==> src/design/shift_pkg.sv <==
package shift_pkg;

  localparam int DATA_W = 32;
  localparam int CNT_W  = 5;
  localparam int FLAG_W = 6;

  localparam int FLAG_CF = 0;
  localparam int FLAG_PF = 1;
  localparam int FLAG_AF = 2;
  localparam int FLAG_ZF = 3;
  localparam int FLAG_SF = 4;
  localparam int FLAG_OF = 5;

  typedef enum logic [1:0] {OP_SHL = 2'd0, OP_SHR = 2'd1, OP_SAR = 2'd2} shift_op_t;
  typedef enum logic [1:0] {SIZE_8 = 2'd0, SIZE_16 = 2'd1, SIZE_32 = 2'd2} op_size_t;

  typedef logic [FLAG_W-1:0] flags_t;

  typedef struct packed {
    logic [DATA_W-1:0] result;
    logic              carry;
  } shift_out_t;

  // Keeps only the bits of the selected operand size.
  function automatic logic [DATA_W-1:0] size_mask(op_size_t size);
    case (size)
      SIZE_8:  return 32'h0000_00ff;
      SIZE_16: return 32'h0000_ffff;
      default: return 32'hffff_ffff;
    endcase
  endfunction

  function automatic logic [CNT_W:0] size_width(op_size_t size);
    case (size)
      SIZE_8:  return 6'd8;
      SIZE_16: return 6'd16;
      default: return 6'd32;
    endcase
  endfunction

  // Top bit of a value at the selected operand size.
  function automatic logic size_msb(logic [DATA_W-1:0] value, op_size_t size);
    case (size)
      SIZE_8:  return value[7];
      SIZE_16: return value[15];
      default: return value[31];
    endcase
  endfunction

endpackage

==> src/design/shift_if.sv <==
`timescale 1ns/1ps

interface shift_req_if import shift_pkg::*; (input logic clk);

  logic              valid;    // One-cycle request strobe.
  shift_op_t         op;
  op_size_t          size;
  logic [DATA_W-1:0] operand;
  logic [CNT_W-1:0]  count;    // Already masked to five bits.
  flags_t            flags_in;

  modport source (
    output valid,
    output op,
    output size,
    output operand,
    output count,
    output flags_in
  );

  modport sink (
    input clk,
    input valid,
    input op,
    input size,
    input operand,
    input count,
    input flags_in
  );

endinterface

==> src/design/shift_left_unit.sv <==
`timescale 1ns/1ps

module shift_left_unit import shift_pkg::*; (
  shift_req_if.sink  req,
  output shift_out_t left_out
);

  logic [DATA_W-1:0] sized;
  logic [DATA_W:0]   stage [CNT_W+1];   // Bit DATA_W catches what leaves the 32-bit word.
  logic              carry;

  assign sized    = req.operand & size_mask(req.size);
  assign stage[0] = {1'b0, sized};

  // Five levels, largest step first: 16, 8, 4, 2, 1.
  genvar j;
  generate
    for (j = 0; j < CNT_W; j++) begin : gen_level
      localparam int AMT = 1 << (CNT_W - 1 - j);

      assign stage[j+1] = req.count[CNT_W-1-j] ?
                          {stage[j][DATA_W-AMT:0], {AMT{1'b0}}} : stage[j];
    end
  endgenerate

  // The bit just above the top of the size is the last one shifted out.
  // A count past the size width only brings zeros up to that position.
  always_comb begin
    case (req.size)
      SIZE_8:  carry = stage[CNT_W][8];
      SIZE_16: carry = stage[CNT_W][16];
      default: carry = stage[CNT_W][DATA_W];
    endcase
  end

  assign left_out.result = stage[CNT_W][DATA_W-1:0] & size_mask(req.size);
  assign left_out.carry  = carry;

  // The decoder upstream must never issue the unused size code.
  a_legal_size: assert property (
    @(posedge req.clk) req.valid |-> req.size inside {SIZE_8, SIZE_16, SIZE_32}
  ) else $error("shift request with illegal operand size");

endmodule

==> src/design/shift_right_unit.sv <==
`timescale 1ns/1ps

module shift_right_unit import shift_pkg::*; (
  shift_req_if.sink  req,
  output shift_out_t right_out
);

  logic [DATA_W-1:0] mask;
  logic [DATA_W-1:0] sized;
  logic [DATA_W-1:0] extended;
  logic [CNT_W:0]    width;
  logic              is_sar;
  logic              fill;
  logic [CNT_W-1:0]  eff_cnt;
  logic [DATA_W:0]   stage [CNT_W+1];   // Bit 0 is a guard that catches the carry.

  assign mask   = size_mask(req.size);
  assign sized  = req.operand & mask;
  assign width  = size_width(req.size);
  assign is_sar = (req.op == OP_SAR);
  assign fill   = is_sar & size_msb(req.operand, req.size);  // Sign for SAR, zero for SHR.

  // Bits above the size already hold the fill, so it enters at the size's top bit.
  assign extended = sized | ({DATA_W{fill}} & ~mask);

  // SAR saturates at the size width: the result is all sign and the carry is the sign.
  always_comb begin
    eff_cnt = req.count;
    if (is_sar && ({1'b0, req.count} > width)) begin
      eff_cnt = width[CNT_W-1:0];
    end
  end

  assign stage[0] = {extended, 1'b0};

  genvar j;
  generate
    for (j = 0; j < CNT_W; j++) begin : gen_level
      localparam int AMT = 1 << (CNT_W - 1 - j);

      assign stage[j+1] = eff_cnt[CNT_W-1-j] ?
                          {{AMT{fill}}, stage[j][DATA_W:AMT]} : stage[j];
    end
  endgenerate

  assign right_out.result = stage[CNT_W][DATA_W:1] & mask;  // Zero above the size.
  assign right_out.carry  = stage[CNT_W][0];                 // Last bit out of bit 0.

endmodule

==> src/design/shift_flag_merge.sv <==
`timescale 1ns/1ps

module shift_flag_merge import shift_pkg::*; (
  input  logic              clk,
  input  logic              reset,
  shift_req_if.sink         req,
  input  shift_out_t        left_out,
  input  shift_out_t        right_out,
  output logic              res_valid,
  output logic [DATA_W-1:0] result,
  output flags_t            flags_out
);

  shift_out_t        sel;
  logic [DATA_W-1:0] sized_operand;
  logic              zero_cnt;
  logic              one_cnt;
  logic              res_msb;
  flags_t            shift_flags;
  logic [DATA_W-1:0] result_d;
  flags_t            flags_d;

  assign sel           = (req.op == OP_SHL) ? left_out : right_out;
  assign sized_operand = req.operand & size_mask(req.size);
  assign zero_cnt      = (req.count == '0);
  assign one_cnt       = (req.count == CNT_W'(1));
  assign res_msb       = size_msb(sel.result, req.size);

  always_comb begin
    shift_flags          = '0;
    shift_flags[FLAG_CF] = sel.carry;
    shift_flags[FLAG_PF] = ~^sel.result[7:0];   // Parity looks at the low byte only.
    shift_flags[FLAG_AF] = 1'b0;
    shift_flags[FLAG_ZF] = (sel.result == '0);  // Result is already zero above the size.
    shift_flags[FLAG_SF] = res_msb;
    if (one_cnt) begin
      case (req.op)
        OP_SHL:  shift_flags[FLAG_OF] = res_msb ^ sel.carry;
        OP_SHR:  shift_flags[FLAG_OF] = size_msb(req.operand, req.size);
        default: shift_flags[FLAG_OF] = 1'b0;
      endcase
    end
  end

  // A masked count of zero leaves the operand and the flags untouched.
  assign result_d = zero_cnt ? sized_operand : sel.result;
  assign flags_d  = zero_cnt ? req.flags_in : shift_flags;

  always_ff @(posedge clk) begin
    if (reset) begin
      res_valid <= 1'b0;
      result    <= '0;
      flags_out <= '0;
    end else begin
      res_valid <= req.valid;
      if (req.valid) begin
        result    <= result_d;
        flags_out <= flags_d;
      end
    end
  end

  a_valid_latency: assert property (
    @(posedge clk) disable iff (reset) req.valid |=> res_valid
  ) else $error("res_valid missing one cycle after a request");

  a_no_spurious_valid: assert property (
    @(posedge clk) disable iff (reset) !req.valid |=> !res_valid
  ) else $error("res_valid without a request");

  // flags_in may carry AF through a zero count, but a real shift always clears it.
  a_af_clear: assert property (
    @(posedge clk) disable iff (reset)
    res_valid && ($past(req.count) != '0) |-> !flags_out[FLAG_AF]
  ) else $error("AF set by a shift");

endmodule

==> src/design/shift_exec_top.sv <==
`timescale 1ns/1ps

module shift_exec_top import shift_pkg::*; (
  input  logic              clk,
  input  logic              reset,
  input  logic              op_valid,
  input  shift_op_t         op_kind,
  input  op_size_t          op_size,
  input  logic [DATA_W-1:0] operand,
  input  logic [7:0]        count,
  input  flags_t            flags_in,
  output logic              res_valid,
  output logic [DATA_W-1:0] result,
  output flags_t            flags_out
);

  shift_out_t left_out;
  shift_out_t right_out;

  shift_req_if req_if (.clk(clk));

  assign req_if.valid    = op_valid;
  assign req_if.op       = op_kind;
  assign req_if.size     = op_size;
  assign req_if.operand  = operand;
  assign req_if.count    = count[CNT_W-1:0];  // x86 masks the count to five bits.
  assign req_if.flags_in = flags_in;

  shift_left_unit u_left (
    .req      (req_if.sink),
    .left_out (left_out)
  );

  shift_right_unit u_right (
    .req       (req_if.sink),
    .right_out (right_out)
  );

  shift_flag_merge u_merge (
    .clk       (clk),
    .reset     (reset),
    .req       (req_if.sink),
    .left_out  (left_out),
    .right_out (right_out),
    .res_valid (res_valid),
    .result    (result),
    .flags_out (flags_out)
  );

endmodule

==> config.mk <==
export PLATFORM = sky130hd
export DESIGN_NAME = shift_exec_top
export DESIGN_NICKNAME = d
export VERILOG_FILES = /design/src/design/shift_pkg.sv /design/src/design/shift_if.sv /design/src/design/shift_left_unit.sv /design/src/design/shift_right_unit.sv /design/src/design/shift_flag_merge.sv /design/src/design/shift_exec_top.sv
export SDC_FILE = /design/constraint.sdc
export NUM_CORES = 1
export LEC_CHECK = 0
export ABC_AREA = 1
export BUFFER_PORTS_ARGS = -buffer_cell sky130_fd_sc_hd__buf_4
export CAP_MARGIN = 20
export CORE_ASPECT_RATIO = 1.1
export CORE_MARGIN = 2
export CORE_UTILIZATION = 45
export CTS_BUF_LIST = sky130_fd_sc_hd__clkbuf_8
export DETAILED_ROUTE_END_ITERATION = 12
export PLACE_DENSITY = 0.63
export SYNTH_ARGS = -nofsm -noshare
export SYNTH_HDL_FRONTEND = slang
export SYNTH_SLANG_ARGS = --single-unit
==> constraint.sdc <==
create_clock -name clk -period 4 [get_ports clk]
set_clock_uncertainty 0.2 [all_clocks]
set_input_delay 0 -clock clk [delete_from_list [all_inputs] [get_ports clk]]
set_output_delay 0 -clock clk [all_outputs]
set_load 0.1 [all_outputs]
==> flow_summary_export.csv, run 1 <==
group,metric,value,unit
status,status,"finished, final reports clean",
critical_path,cpMostUsedCell,"nand2_1",
synth,synth_flop_cell,"dfxtp_1",
finish,drive_gt1_share,14.00,%
global_routing,grt_pass1_vias,7166,
critical_path,slowest_stage,"dlygate4sd3_1",
detailed_routing,drt-pass1-iter-count,5,
clocking,cts_buffer_depth,2,
timing,hold_violations,0,
hold_path,whs_path_depth,5,
clocking,cts.sinks,39,
placed_design,placement.io_buffers,88,
hold_path,hold_path.class,"in2reg",
finish,layout.nets,1279,
synth,mappedNetlistNets,1229,
critical_path,critPathTopFamily,"simple AND/OR/NAND/NOR gates",
synth,syn_area,6142,µm²
global_routing,track_usage,34.14,%
timing,period_minus_slack,3.711,ns
critical_path,worstPathCellList,"buf_4 -> inv_1 -> nand2_1 -> ha_1 -> nand2_1 -> nor2_1 -> nand2_2 -> nand3_4 -> nand2_2 -> nand2_8 -> buf_4 -> nand3_1 -> nand3_1 -> nand3_1 -> a31o_2 -> nand2_1 -> inv_1 -> ha_1 -> xor2_1 -> xnor2_1 -> nand2_1 -> o211ai_1 -> dlygate4sd3_1 -> a21oi_1",
critical_path,cp_max_fo,16,
detailed_routing,routed_wl,25.32,mm
finish,diodes,0,
run,maxCapViolCount,0,
clocking,clk_pin_slew,0.07,ns
clocking,ctsRootBufferMaster,"clkbuf_8",
timing,min_period_over_period,92.77,%
placed_design,place_inst,1377,
finish,final_cell_count_no_fill,1405,
placed_design,dp_hpwl,19.37,mm
placed_design,gp_congestion,1.037,
detailed_routing,routedWlPerCell,18.02,µm
global_routing,grt_max_degree,55,
timing,report.final.slew_viol_count,0,
detailed_routing,via_per_inst,5.854,
die,fp.dieH,126.5,µm
die,die_w,115.4,µm
hold_path,worstHoldStart,"operand[9]",
detailed_routing,drt_first_iter_violations,847,
detailed_routing,drc,0,
critical_path,worstSetupPathType,"in2reg",
die,rows,44,
detailed_routing,vias,8225,
timing,tightest_slew,0.8805,ns
timing,slew_headroom,41.30,%
power_and_ir_drop,total_power,1.938,mW
synth,ys_seq_area_share,12.71,%
critical_path,end_kind,"flop",
critical_path,cp.required,3.97,ns
global_routing,grt_pass1_wl,38.70,mm
detailed_routing,ant_nets,0,
die,io_pins,92,
synth,syn_inst,1170,
clocking,h-tree-depth,2,
critical_path,crit_start,"op_size[1]",
global_routing,antenna_found_initial,0,
finish,fillers,1497,
critical_path,r2r_cells,3,
global_routing,gr-total-overflow,0,
synth,ys_types,44,
synth,synth_edf_count,0,
power_and_ir_drop,power_density,272.1,nW/µm²
clocking,postCtsSetupBuffers,0,
clocking,numCtsBuffers,5,
synth,async_flop_share,0,%
critical_path,cp_num_cells,24,
critical_path,r2r-start,"u_merge.flags_out[5]",
critical_path,cpPeakStageDelay,0.57,ns
critical_path,crit_path_start_kind,"primary input",
critical_path,cp.arrival,3.68,ns
critical_path,path_buf_inv,5,
power_and_ir_drop,power.leakage,3.429,nW
synth,ys_warn_count,0,
die,start_util,46.29,%
timing,tns,0,ns
clocking,worst_skew_pair.late_latency,0.29,ns
synth,synth.avg_cell_area,5.250,µm²
timing,max_freq,0.2695,GHz
synth,ys_ff_latch,39,
die,core,13270,µm²
finish,area_growth,15.97,%
die,die_area,14600,µm²
power_and_ir_drop,ir_worst_vdd,0.0001858,V
clocking,cts_tree,"built",
timing,finalSetupViolCount,0,
-- cell families (layout without fill, tap and decap cells) --
kind of cell / after synthesis / after routing / share of synthesized area [%]
compound gates: 209 / 209 / 18.09
fa+ha+maj: 6 / 6 / 1.222
simple gates: 737 / 738 / 54.41
buf+inv: 169 / 219 / 12.00
flops: 39 / 39 / 12.71
mux: 7 / 7 / 1.141
xor+xnor: 3 / 3 / 0.4279
-- placed cells by master, fill, tap and decap left out, types with 13 or more instances in the layout --
cell	count
o21ai_0	93
dlygate4sd3_1	19
a21oi_1	73
nand2_1	366
nand3_1	250
o21ai_1	13
nand4_1	21
buf_4	112
nor2_1	54
inv_1	71
nor2_2	14
dfxtp_1	39
-- what timing repair did --
action / CTS / global route
resized for setup: 0 / 12
hold buffers: 19 / 0
setup endpoints to repair: 0 / 2
endpoints found under the hold margin: 38 / 0
-- where the power goes --
part	switching [mW]	total [mW]	internal, mW
Sequential	0.0165	0.434	0.418
Clock	0.144	0.261	0.118
Combinational	0.879	1.24	0.364
Total	1.04	1.94	0.899
-- metrics by stage --
step                      worst slack (ns)  hold slack, ns  utilization, %  instance area [µm²]
final                               0.2894         0.04111           53.69                 7123
after global routing             -0.003540         0.04653           53.69                 7123
after CTS                           0.1178         0.03045           53.16                 7053
after detailed placement            0.3493         0.06149           51.11                 6782
after global placement              0.3955         0.05430           51.11                 6782
after floorplan                     0.8555        -0.05754               -                 6142
-- state kept, by name, summed over array words and instances (netlist names) --
name,flops
u_merge.result,32
u_merge.res_valid,1
u_merge.flags_out,6
-- worst register-to-register path, delay by kind of cell (launching register included) --
kind | cells | cell delay [ns]
DFF | 1 | 0.32
AOI/OAI and AO/OA | 2 | 0.24
buffers and inverters | 1 | 0.56
-- final cells by class --
type / instances / area (µm²) / area share [%]
well taps: 184 / 230.2 / 3.232
multi-input cells: 963 / 4690 / 65.84
clock inverters: 3 / 12.51 / 0.1757
flip-flops and latches: 39 / 780.7 / 10.96
inverters: 80 / 310.3 / 4.356
clock buffers: 5 / 68.82 / 0.9661
repair buffers: 131 / 1031 / 14.47
-- Yosys cell counts (2+ instances only) --
cell type	number	area (µm²)
buf_2	23	115.1
nand4_1	21	131.4
nor2_1	55	206.5
nand2_2	9	56.30
a22oi_1	2	15.01
nand3_1	250	1251
nand2_1	367	1378
xnor2_1	2	17.52
buf_1	13	48.80
ha_1	6	75.07
buf_6	5	56.30
nor2_4	5	56.30
nand3_4	2	35.03
buf_4	9	67.56
a31oi_1	7	43.79
nand3b_1	3	22.52
a21oi_1	73	365.4
o21ai_0	93	465.5
o21ai_1	13	65.06
inv_1	69	259.0
nand3_2	2	20.02
inv_2	10	37.54
nor3_1	3	15.01
mux2i_1	7	70.07
nor2_2	13	81.33
dfxtp_1	39	780.8
o211ai_1	9	67.56
clkbuf_1	39	146.4
o22ai_1	6	37.54
-- layer usage --
metal | global-route usage [%] | wire, µm | up-vias
met5 | 0 | 0 | -
li1 | - | - | 4034
met1 | 46.32 | 10640 | 3739
met3 | 4.252 | 2003 | 62
met4 | 12.90 | 1082 | 0
met2 | 55.01 | 11590 | 390
-- path summary, 6_finish.rpt --
| path | endpoint | slack, ns |
|---|---|---|
| worst max-delay path | u_merge.flags_out[1] | 0.29 |
| worst min-delay path | u_merge.result[9] | 0.04 |
| worst max register to register | u_merge.flags_out[5] | 2.57 |
| worst min register to register | u_merge.result[29] | 0.27 |
Note: power is estimated with default switching activity, not from simulation.
==> inputs of run 2 (changes only) <==
--- a/config.mk
+++ b/config.mk
@@ -5,7 +5,6 @@
 export SDC_FILE = /design/constraint.sdc
 export NUM_CORES = 1
 export LEC_CHECK = 0
-export ABC_AREA = 1
 export BUFFER_PORTS_ARGS = -buffer_cell sky130_fd_sc_hd__buf_4
 export CAP_MARGIN = 20
 export CORE_ASPECT_RATIO = 1.1
@@ -13,7 +12,7 @@
 export CORE_UTILIZATION = 45
 export CTS_BUF_LIST = sky130_fd_sc_hd__clkbuf_8
 export DETAILED_ROUTE_END_ITERATION = 12
-export PLACE_DENSITY = 0.63
+export PLACE_DENSITY = 0.62
 export SYNTH_ARGS = -nofsm -noshare
 export SYNTH_HDL_FRONTEND = slang
 export SYNTH_SLANG_ARGS = --single-unit
==> flow_summary_export.csv, run 2 <==
group,metric,value,unit
status,status,"finished, violations left",
status,violations,"setup timing",
critical_path,slowest_stage,"a31oi_2",
timing,report.final.slew_viol_count,0,
synth,synth_flop_cell,"dfxtp_1",
critical_path,end_kind,"flop",
timing,tns,-0.06610,ns
die,core,16490,µm²
synth,ys_types,91,
clocking,numCtsBuffers,5,
synth,synth_edf_count,0,
global_routing,antenna_found_initial,1,
detailed_routing,routed_wl,42.63,mm
timing,grt_setup_unrepaired,"yes",
clocking,worst_skew_pair.late_latency,0.30,ns
synth,synth_area_leaders,"dfxtp_1 (10%), nand2_1 (6.6%), a21oi_1 (5.6%)",
critical_path,r2r_slack,2.19,ns
synth,synth_top_area_share,10.24,%
critical_path,path_buf_inv,6,
die,rows,49,
die,die_area,18000,µm²
finish,area_growth,37.27,%
timing,hold_violations,0,
placed_design,placement.io_buffers,88,
finish,final_common_cell,"buf_4",
power_and_ir_drop,ir_worst_vdd,0.0001918,V
timing,slew_headroom,35.64,%
power_and_ir_drop,power_density,240.1,nW/µm²
finish,reg.largest.list,"u_merge.result: 32 flops, u_merge.flags_out: 6 flops, u_merge.res_valid: 1 flops",
finish,largest_reg_flops,32,
timing,period_minus_slack,4.033,ns
finish,layout.nets,1424,
die,start_util,46.23,%
global_routing,grt_max_degree,68,
critical_path,cpPeakStageDelay,0.31,ns
power_and_ir_drop,power.leakage,4.296,nW
clocking,clk_pin_slew,0.08,ns
clocking,cts.sinks,39,
detailed_routing,drc,0,
hold_path,whs_path_depth,3,
detailed_routing,via_per_inst,6.992,
clocking,cts_tree,"built",
synth,synthTopCellsByCount,"nand2_1 (134), nor2_1 (98), a21oi_1 (86), o21ai_0 (68), clkbuf_1 (64)",
finish,diodes,0,
timing,finalSetupViolCount,2,
detailed_routing,ant_nets,0,
detailed_routing,drt-pass1-iter-count,6,
synth,ys_warn_count,0,
critical_path,cp.required,4.01,ns
critical_path,cp_num_cells,26,
timing,setup_ws,-0.03315,ns
global_routing,track_usage,46.25,%
synth,synth.avg_cell_area,6.790,µm²
timing,max_freq,0.2479,GHz
power_and_ir_drop,total_power,2.513,mW
critical_path,worstSetupPathType,"in2reg",
global_routing,grt_pass1_vias,10180,
synth,ys_ff_latch,39,
finish,top_register,"u_merge.result",
detailed_routing,routedWlPerCell,27.15,µm
critical_path,crit_path_start_kind,"primary input",
run,maxCapViolCount,0,
critical_path,cp_max_fo,5,
synth,ys_seq_area_share,10.24,%
hold_path,hold_path.class,"in2reg",
clocking,h-tree-depth,2,
synth,mappedNetlistNets,1182,
finish,final_cell_mix,"buf_4 (333), nand2_1 (132), nor2_1 (92)",
die,fp.dieH,140.5,µm
global_routing,grt_pass1_wl,62.96,mm
clocking,ctsRootBufferMaster,"clkbuf_8",
timing,min_period_over_period,100.8,%
critical_path,r2r_cells,7,
synth,async_flop_share,0,%
die,die_w,128.1,µm
detailed_routing,drt_first_iter_violations,1715,
timing,hold_ws,0.01069,ns
synth,synth.most_common_cell,"nand2_1",
critical_path,critPathTopFamily,"compound AO/OA/AOI/OAI gates",
synth,syn_area,7625,µm²
critical_path,cp.arrival,4.04,ns
finish,drive_gt1_share,33.53,%
placed_design,dp_hpwl,32.85,mm
detailed_routing,vias,10980,
synth,yosysTopAreaCell,"dfxtp_1",
clocking,cts_buffer_depth,2,
die,io_pins,92,
critical_path,cpMostUsedCell,"nand4_1",
global_routing,gr-total-overflow,0,
placed_design,gp_congestion,1.092,
synth,syn_inst,1123,
timing,tightest_slew,0.9643,ns
run 2: logic make-up (layout without fill, tap and decap cells):
kind of cell             after synthesis  after routing  share of synthesized area, %
AND/OR/NAND/NOR                      411            411                         26.39
multiplexers                          75             75                         12.18
XOR/XNOR                               3              3                        0.3447
adder cells (fa/ha/maj)                6              6                        0.9845
AO/OA/AOI/OAI                        453            453                         42.11
flip-flops                            39             39                         10.24
buffers and inverters                136            379                         7.762
run 2: tightest hold or removal path: cells and delay by family:
| family | cells | cell delay, ns |
|---|---|---|
| AOI/OAI and AO/OA | 1 | 0.05 |
| buffers and inverters | 1 | 0.28 |
| and+or+nand+nor | 1 | 0.12 |
run 2: final timing paths:
check,from,end
setup reg to reg,u_merge.flags_out[3],u_merge.flags_out[3]
hold reg to reg,u_merge.result[17],u_merge.result[17]
hold / removal,op_valid,u_merge.result[17]
setup / recovery,op_size[0],u_merge.flags_out[3]
run 2: repair_timing:
item,CTS,global route
setup buffers,22,2
resized for setup,31,23
pin swaps,21,14
hold buffers,12,0
gates cloned,0,0
endpoints found under the setup margin,1,8
hold endpoints to repair,32,0
run 2: final cells by class:
class	instances	area, µm²
fillers	1583	6026
clock inverters	3	43.79
repair buffers	355	2763
multi-input cells	948	6490
clock buffers	5	68.82
inverters	16	65.06
flip-flops and latches	39	780.7
well taps	204	255.2
run 2: power breakdown:
group	switching [mW]	internal (mW)
Sequential	0.0152	0.416
Combinational	1.09	0.671
Clock	0.140	0.186
Total	1.24	1.27
run 2: per-stage QoR:
stage	instance area [µm²]	worst slack, ns	cells	util (%)
6_report	10470	-0.03315	1570	63.46
2_1_floorplan	7704	-0.3387	1123	-
3_3_place_gp	9842	-0.6365	1526	59.68
3_5_place_dp	9842	-0.6989	1526	59.68
4_1_cts	10370	0.004074	1568	62.86
5_1_grt	10470	-0.2473	1570	63.46
run 2: layer usage:
| layer | share of wire [%] | wire, µm | vias to the layer above | global-route usage [%] |
|---|---|---|---|---|
| li1 | - | - | 4853 | - |
| met1 | 36 | 15290 | 4966 | 56.77 |
| met2 | 42 | 18060 | 924 | 70.79 |
| met3 | 12 | 5327 | 234 | 10.39 |
| met4 | 9.2 | 3940 | 0 | 33.55 |
| met5 | 0 | 0 | - | 0 |
==> inputs of run 3 (changes only) <==
--- a/config.mk
+++ b/config.mk
@@ -15,4 +15,5 @@
 export PLACE_DENSITY = 0.62
 export SYNTH_ARGS = -nofsm -noshare
 export SYNTH_HDL_FRONTEND = slang
+export SYNTH_HIERARCHICAL = 1
 export SYNTH_SLANG_ARGS = --single-unit
==> flow_summary_export.csv, run 3 <==
group,metric,value,unit
critical_path,cp_max_fo,9,
synth,synth_edf_count,0,
run,maxCapViolCount,0,
clocking,clk_pin_slew,0.09,ns
detailed_routing,routedWlPerCell,23.95,µm
finish,final_common_cell,"buf_4",
critical_path,worstPathCellList,"buf_4 -> buf_4 -> or3b_4 -> o21ba_2 -> buf_4 -> a21o_1 -> nand2_2 -> buf_4 -> a211oi_2 -> nor3_4 -> mux2_2 -> buf_4 -> o22ai_1 -> o21ai_0 -> mux2i_1 -> ha_1 -> xnor2_2 -> xnor2_1 -> nand2_1 -> a311oi_1",
synth,synth_area_leaders,"dfxtp_1 (11%), nand2_1 (7.9%), mux2i_1 (6.1%)",
clocking,cts_buffer_depth,2,
timing,setup_ws,0.06094,ns
clocking,ctsRootBufferMaster,"clkbuf_8",
critical_path,cpPeakStageDelay,0.42,ns
die,fp.dieH,138.4,µm
timing,finalSetupViolCount,0,
synth,ys_types,86,
finish,design_area,9363,µm²
timing,tightest_slew,0.8971,ns
synth,ys_ff_latch,39,
finish,layout.nets,1302,
timing,tns,0,ns
critical_path,cp.required,4.02,ns
die,rows,49,
detailed_routing,drt-pass1-iter-count,6,
critical_path,slowest_stage,"or3b_4",
timing,min_period_over_period,98.48,%
global_routing,grt_pass1_vias,8752,
clocking,worst_skew_pair.late_latency,0.30,ns
placed_design,dpl_worst_slack,-0.2101,ns
hold_path,whs_path_depth,5,
clocking,h-tree-depth,2,
synth,mappedNetlistNets,1147,
finish,fillers,1608,
finish,multi_input_area,6160,µm²
placed_design,dp_hpwl,25.91,mm
finish,area_growth,26.74,%
timing,report.final.slew_viol_count,0,
global_routing,track_usage,37.58,%
hold_path,hold_path.class,"in2reg",
finish,largest_reg_flops,32,
critical_path,cp.arrival,3.96,ns
timing,period_minus_slack,3.939,ns
synth,synthTopCellsByCount,"nand2_1 (155), o21ai_0 (86), a21oi_1 (81), nor2_1 (76), clkbuf_1 (61)",
finish,diodes,0,
global_routing,grt_pass1_wl,52.05,mm
global_routing,antenna_found_initial,1,
detailed_routing,drc,0,
power_and_ir_drop,power_density,244.4,nW/µm²
synth,ys_warn_count,6,
critical_path,r2r_slack,2.64,ns
finish,seq_area,780.7,µm²
critical_path,r2r-start,"u_merge/flags_out[2]",
timing,max_freq,0.2539,GHz
detailed_routing,ant_nets,0,
synth,async_flop_share,0,%
clocking,cts.sinks,39,
status,status,"finished, final reports clean",
die,start_util,45.64,%
timing,hold_ws,0.03121,ns
critical_path,r2r_cells,3,
die,io_pins,92,
detailed_routing,drt_first_iter_violations,1149,
critical_path,end_kind,"flop",
die,core,16190,µm²
timing,hold_violations,0,
detailed_routing,routed_wl,34.67,mm
global_routing,grt_max_degree,78,
synth,synth_flop_cell,"dfxtp_1",
hold_path,worstHoldStart,"flags_in[5]",
global_routing,gr-total-overflow,0,
timing,grt_setup_unrepaired,"yes",
synth,syn_inst,1088,
die,die_area,17460,µm²
finish,final_cell_mix,"buf_4 (251), nand2_1 (155), o21ai_0 (82)",
placed_design,dpl_cell_area,9067,µm²
power_and_ir_drop,power.leakage,3.800,nW
power_and_ir_drop,ir_worst_vdd,0.0003346,V
detailed_routing,vias,9820,
synth,synth_top_area_share,10.57,%
detailed_routing,via_per_inst,6.782,
clocking,cts_tree,"built",
critical_path,crit_start,"op_size[1]",
synth,synth.avg_cell_area,6.790,µm²
clocking,numCtsBuffers,5,
synth,yosysTopAreaCell,"dfxtp_1",
power_and_ir_drop,total_power,2.288,mW
finish,reg.largest.list,"u_merge/result: 32 flops, u_merge/flags_out: 6 flops, u_merge/res_valid: 1 flops",
critical_path,cpMostUsedCell,"buf_4",
die,die_w,126.2,µm
timing,slew_headroom,40.20,%
critical_path,crit_path_start_kind,"primary input",
finish,top_register,"u_merge/result",
synth,ys_seq_area_share,10.57,%
synth,synth.most_common_cell,"nand2_1",
finish,drive_gt1_share,29.58,%
synth,syn_area,7387,µm²
critical_path,worstSetupPathType,"in2reg",
placed_design,gp_congestion,1.072,
placed_design,placement.io_buffers,88,
[run 3: power breakdown]
group | internal, mW | total, mW | switching [mW]
registers | 0.416 | 0.431 | 0.0153
logic | 0.603 | 1.58 | 0.976
clock network | 0.125 | 0.278 | 0.154
total | 1.14 | 2.29 | 1.14
[run 3: timing repair]
item,in CTS,in global routing
resized for setup,0,26
hold buffers,8,0
endpoints found under the setup margin,0,14
buffers inserted,0,2
hold endpoints to repair,38,0
[run 3: cell families (layout without fill, tap and decap cells)]
group,count (synthesis),after routing,share of synthesized area [%]
compound gates,445,445,43.73
xor+xnor,3,3,0.3558
fa+ha+maj,6,6,1.016
buf+inv,127,283,7.994
flops,39,39,10.57
mux,73,73,10.67
simple gates,395,395,25.66
[run 3: layout make-up]
class | instances | area share (%)
clock buffers | 5 | 0.7350
well taps | 204 | 2.726
multi-input cells | 922 | 65.79
flip-flops and latches | 39 | 8.339
repair buffers | 262 | 21.62
inverters | 13 | 0.5345
clock inverters | 3 | 0.2539
[run 3: final timing paths]
kind / end
setup / recovery: u_merge/flags_out[1]
hold / removal: u_merge/flags_out[5]
setup reg to reg: u_merge/flags_out[2]
hold reg to reg: u_merge/result[3]
[run 3: worst max-delay path, delay by kind of cell]
kind | cells | cell delay [ns]
buffers and inverters | 5 | 0.76
AND/OR/NAND/NOR | 4 | 0.69
multiplexers | 2 | 0.54
XOR/XNOR | 2 | 0.30
AO/OA/AOI/OAI | 6 | 1.35
adder cells (fa/ha/maj) | 1 | 0.30
[run 3: stage by stage]
| step | utilization [%] | std cells |
|---|---|---|
| 6_report | 57.85 | 1448 |
| 5_1_grt | 57.85 | 1448 |
| 4_1_cts | 57.09 | 1446 |
| 3_5_place_dp | 56.02 | 1430 |
| 3_3_place_gp | 56.02 | 1430 |
| 2_1_floorplan | - | 1088 |
[run 3: per-layer routing]
layer  track usage, %  share of wire [%]
met1            53.54                 43
met2            56.71                 43
met3            6.269                9.9
met4            14.05                4.4
met5                0              0.023
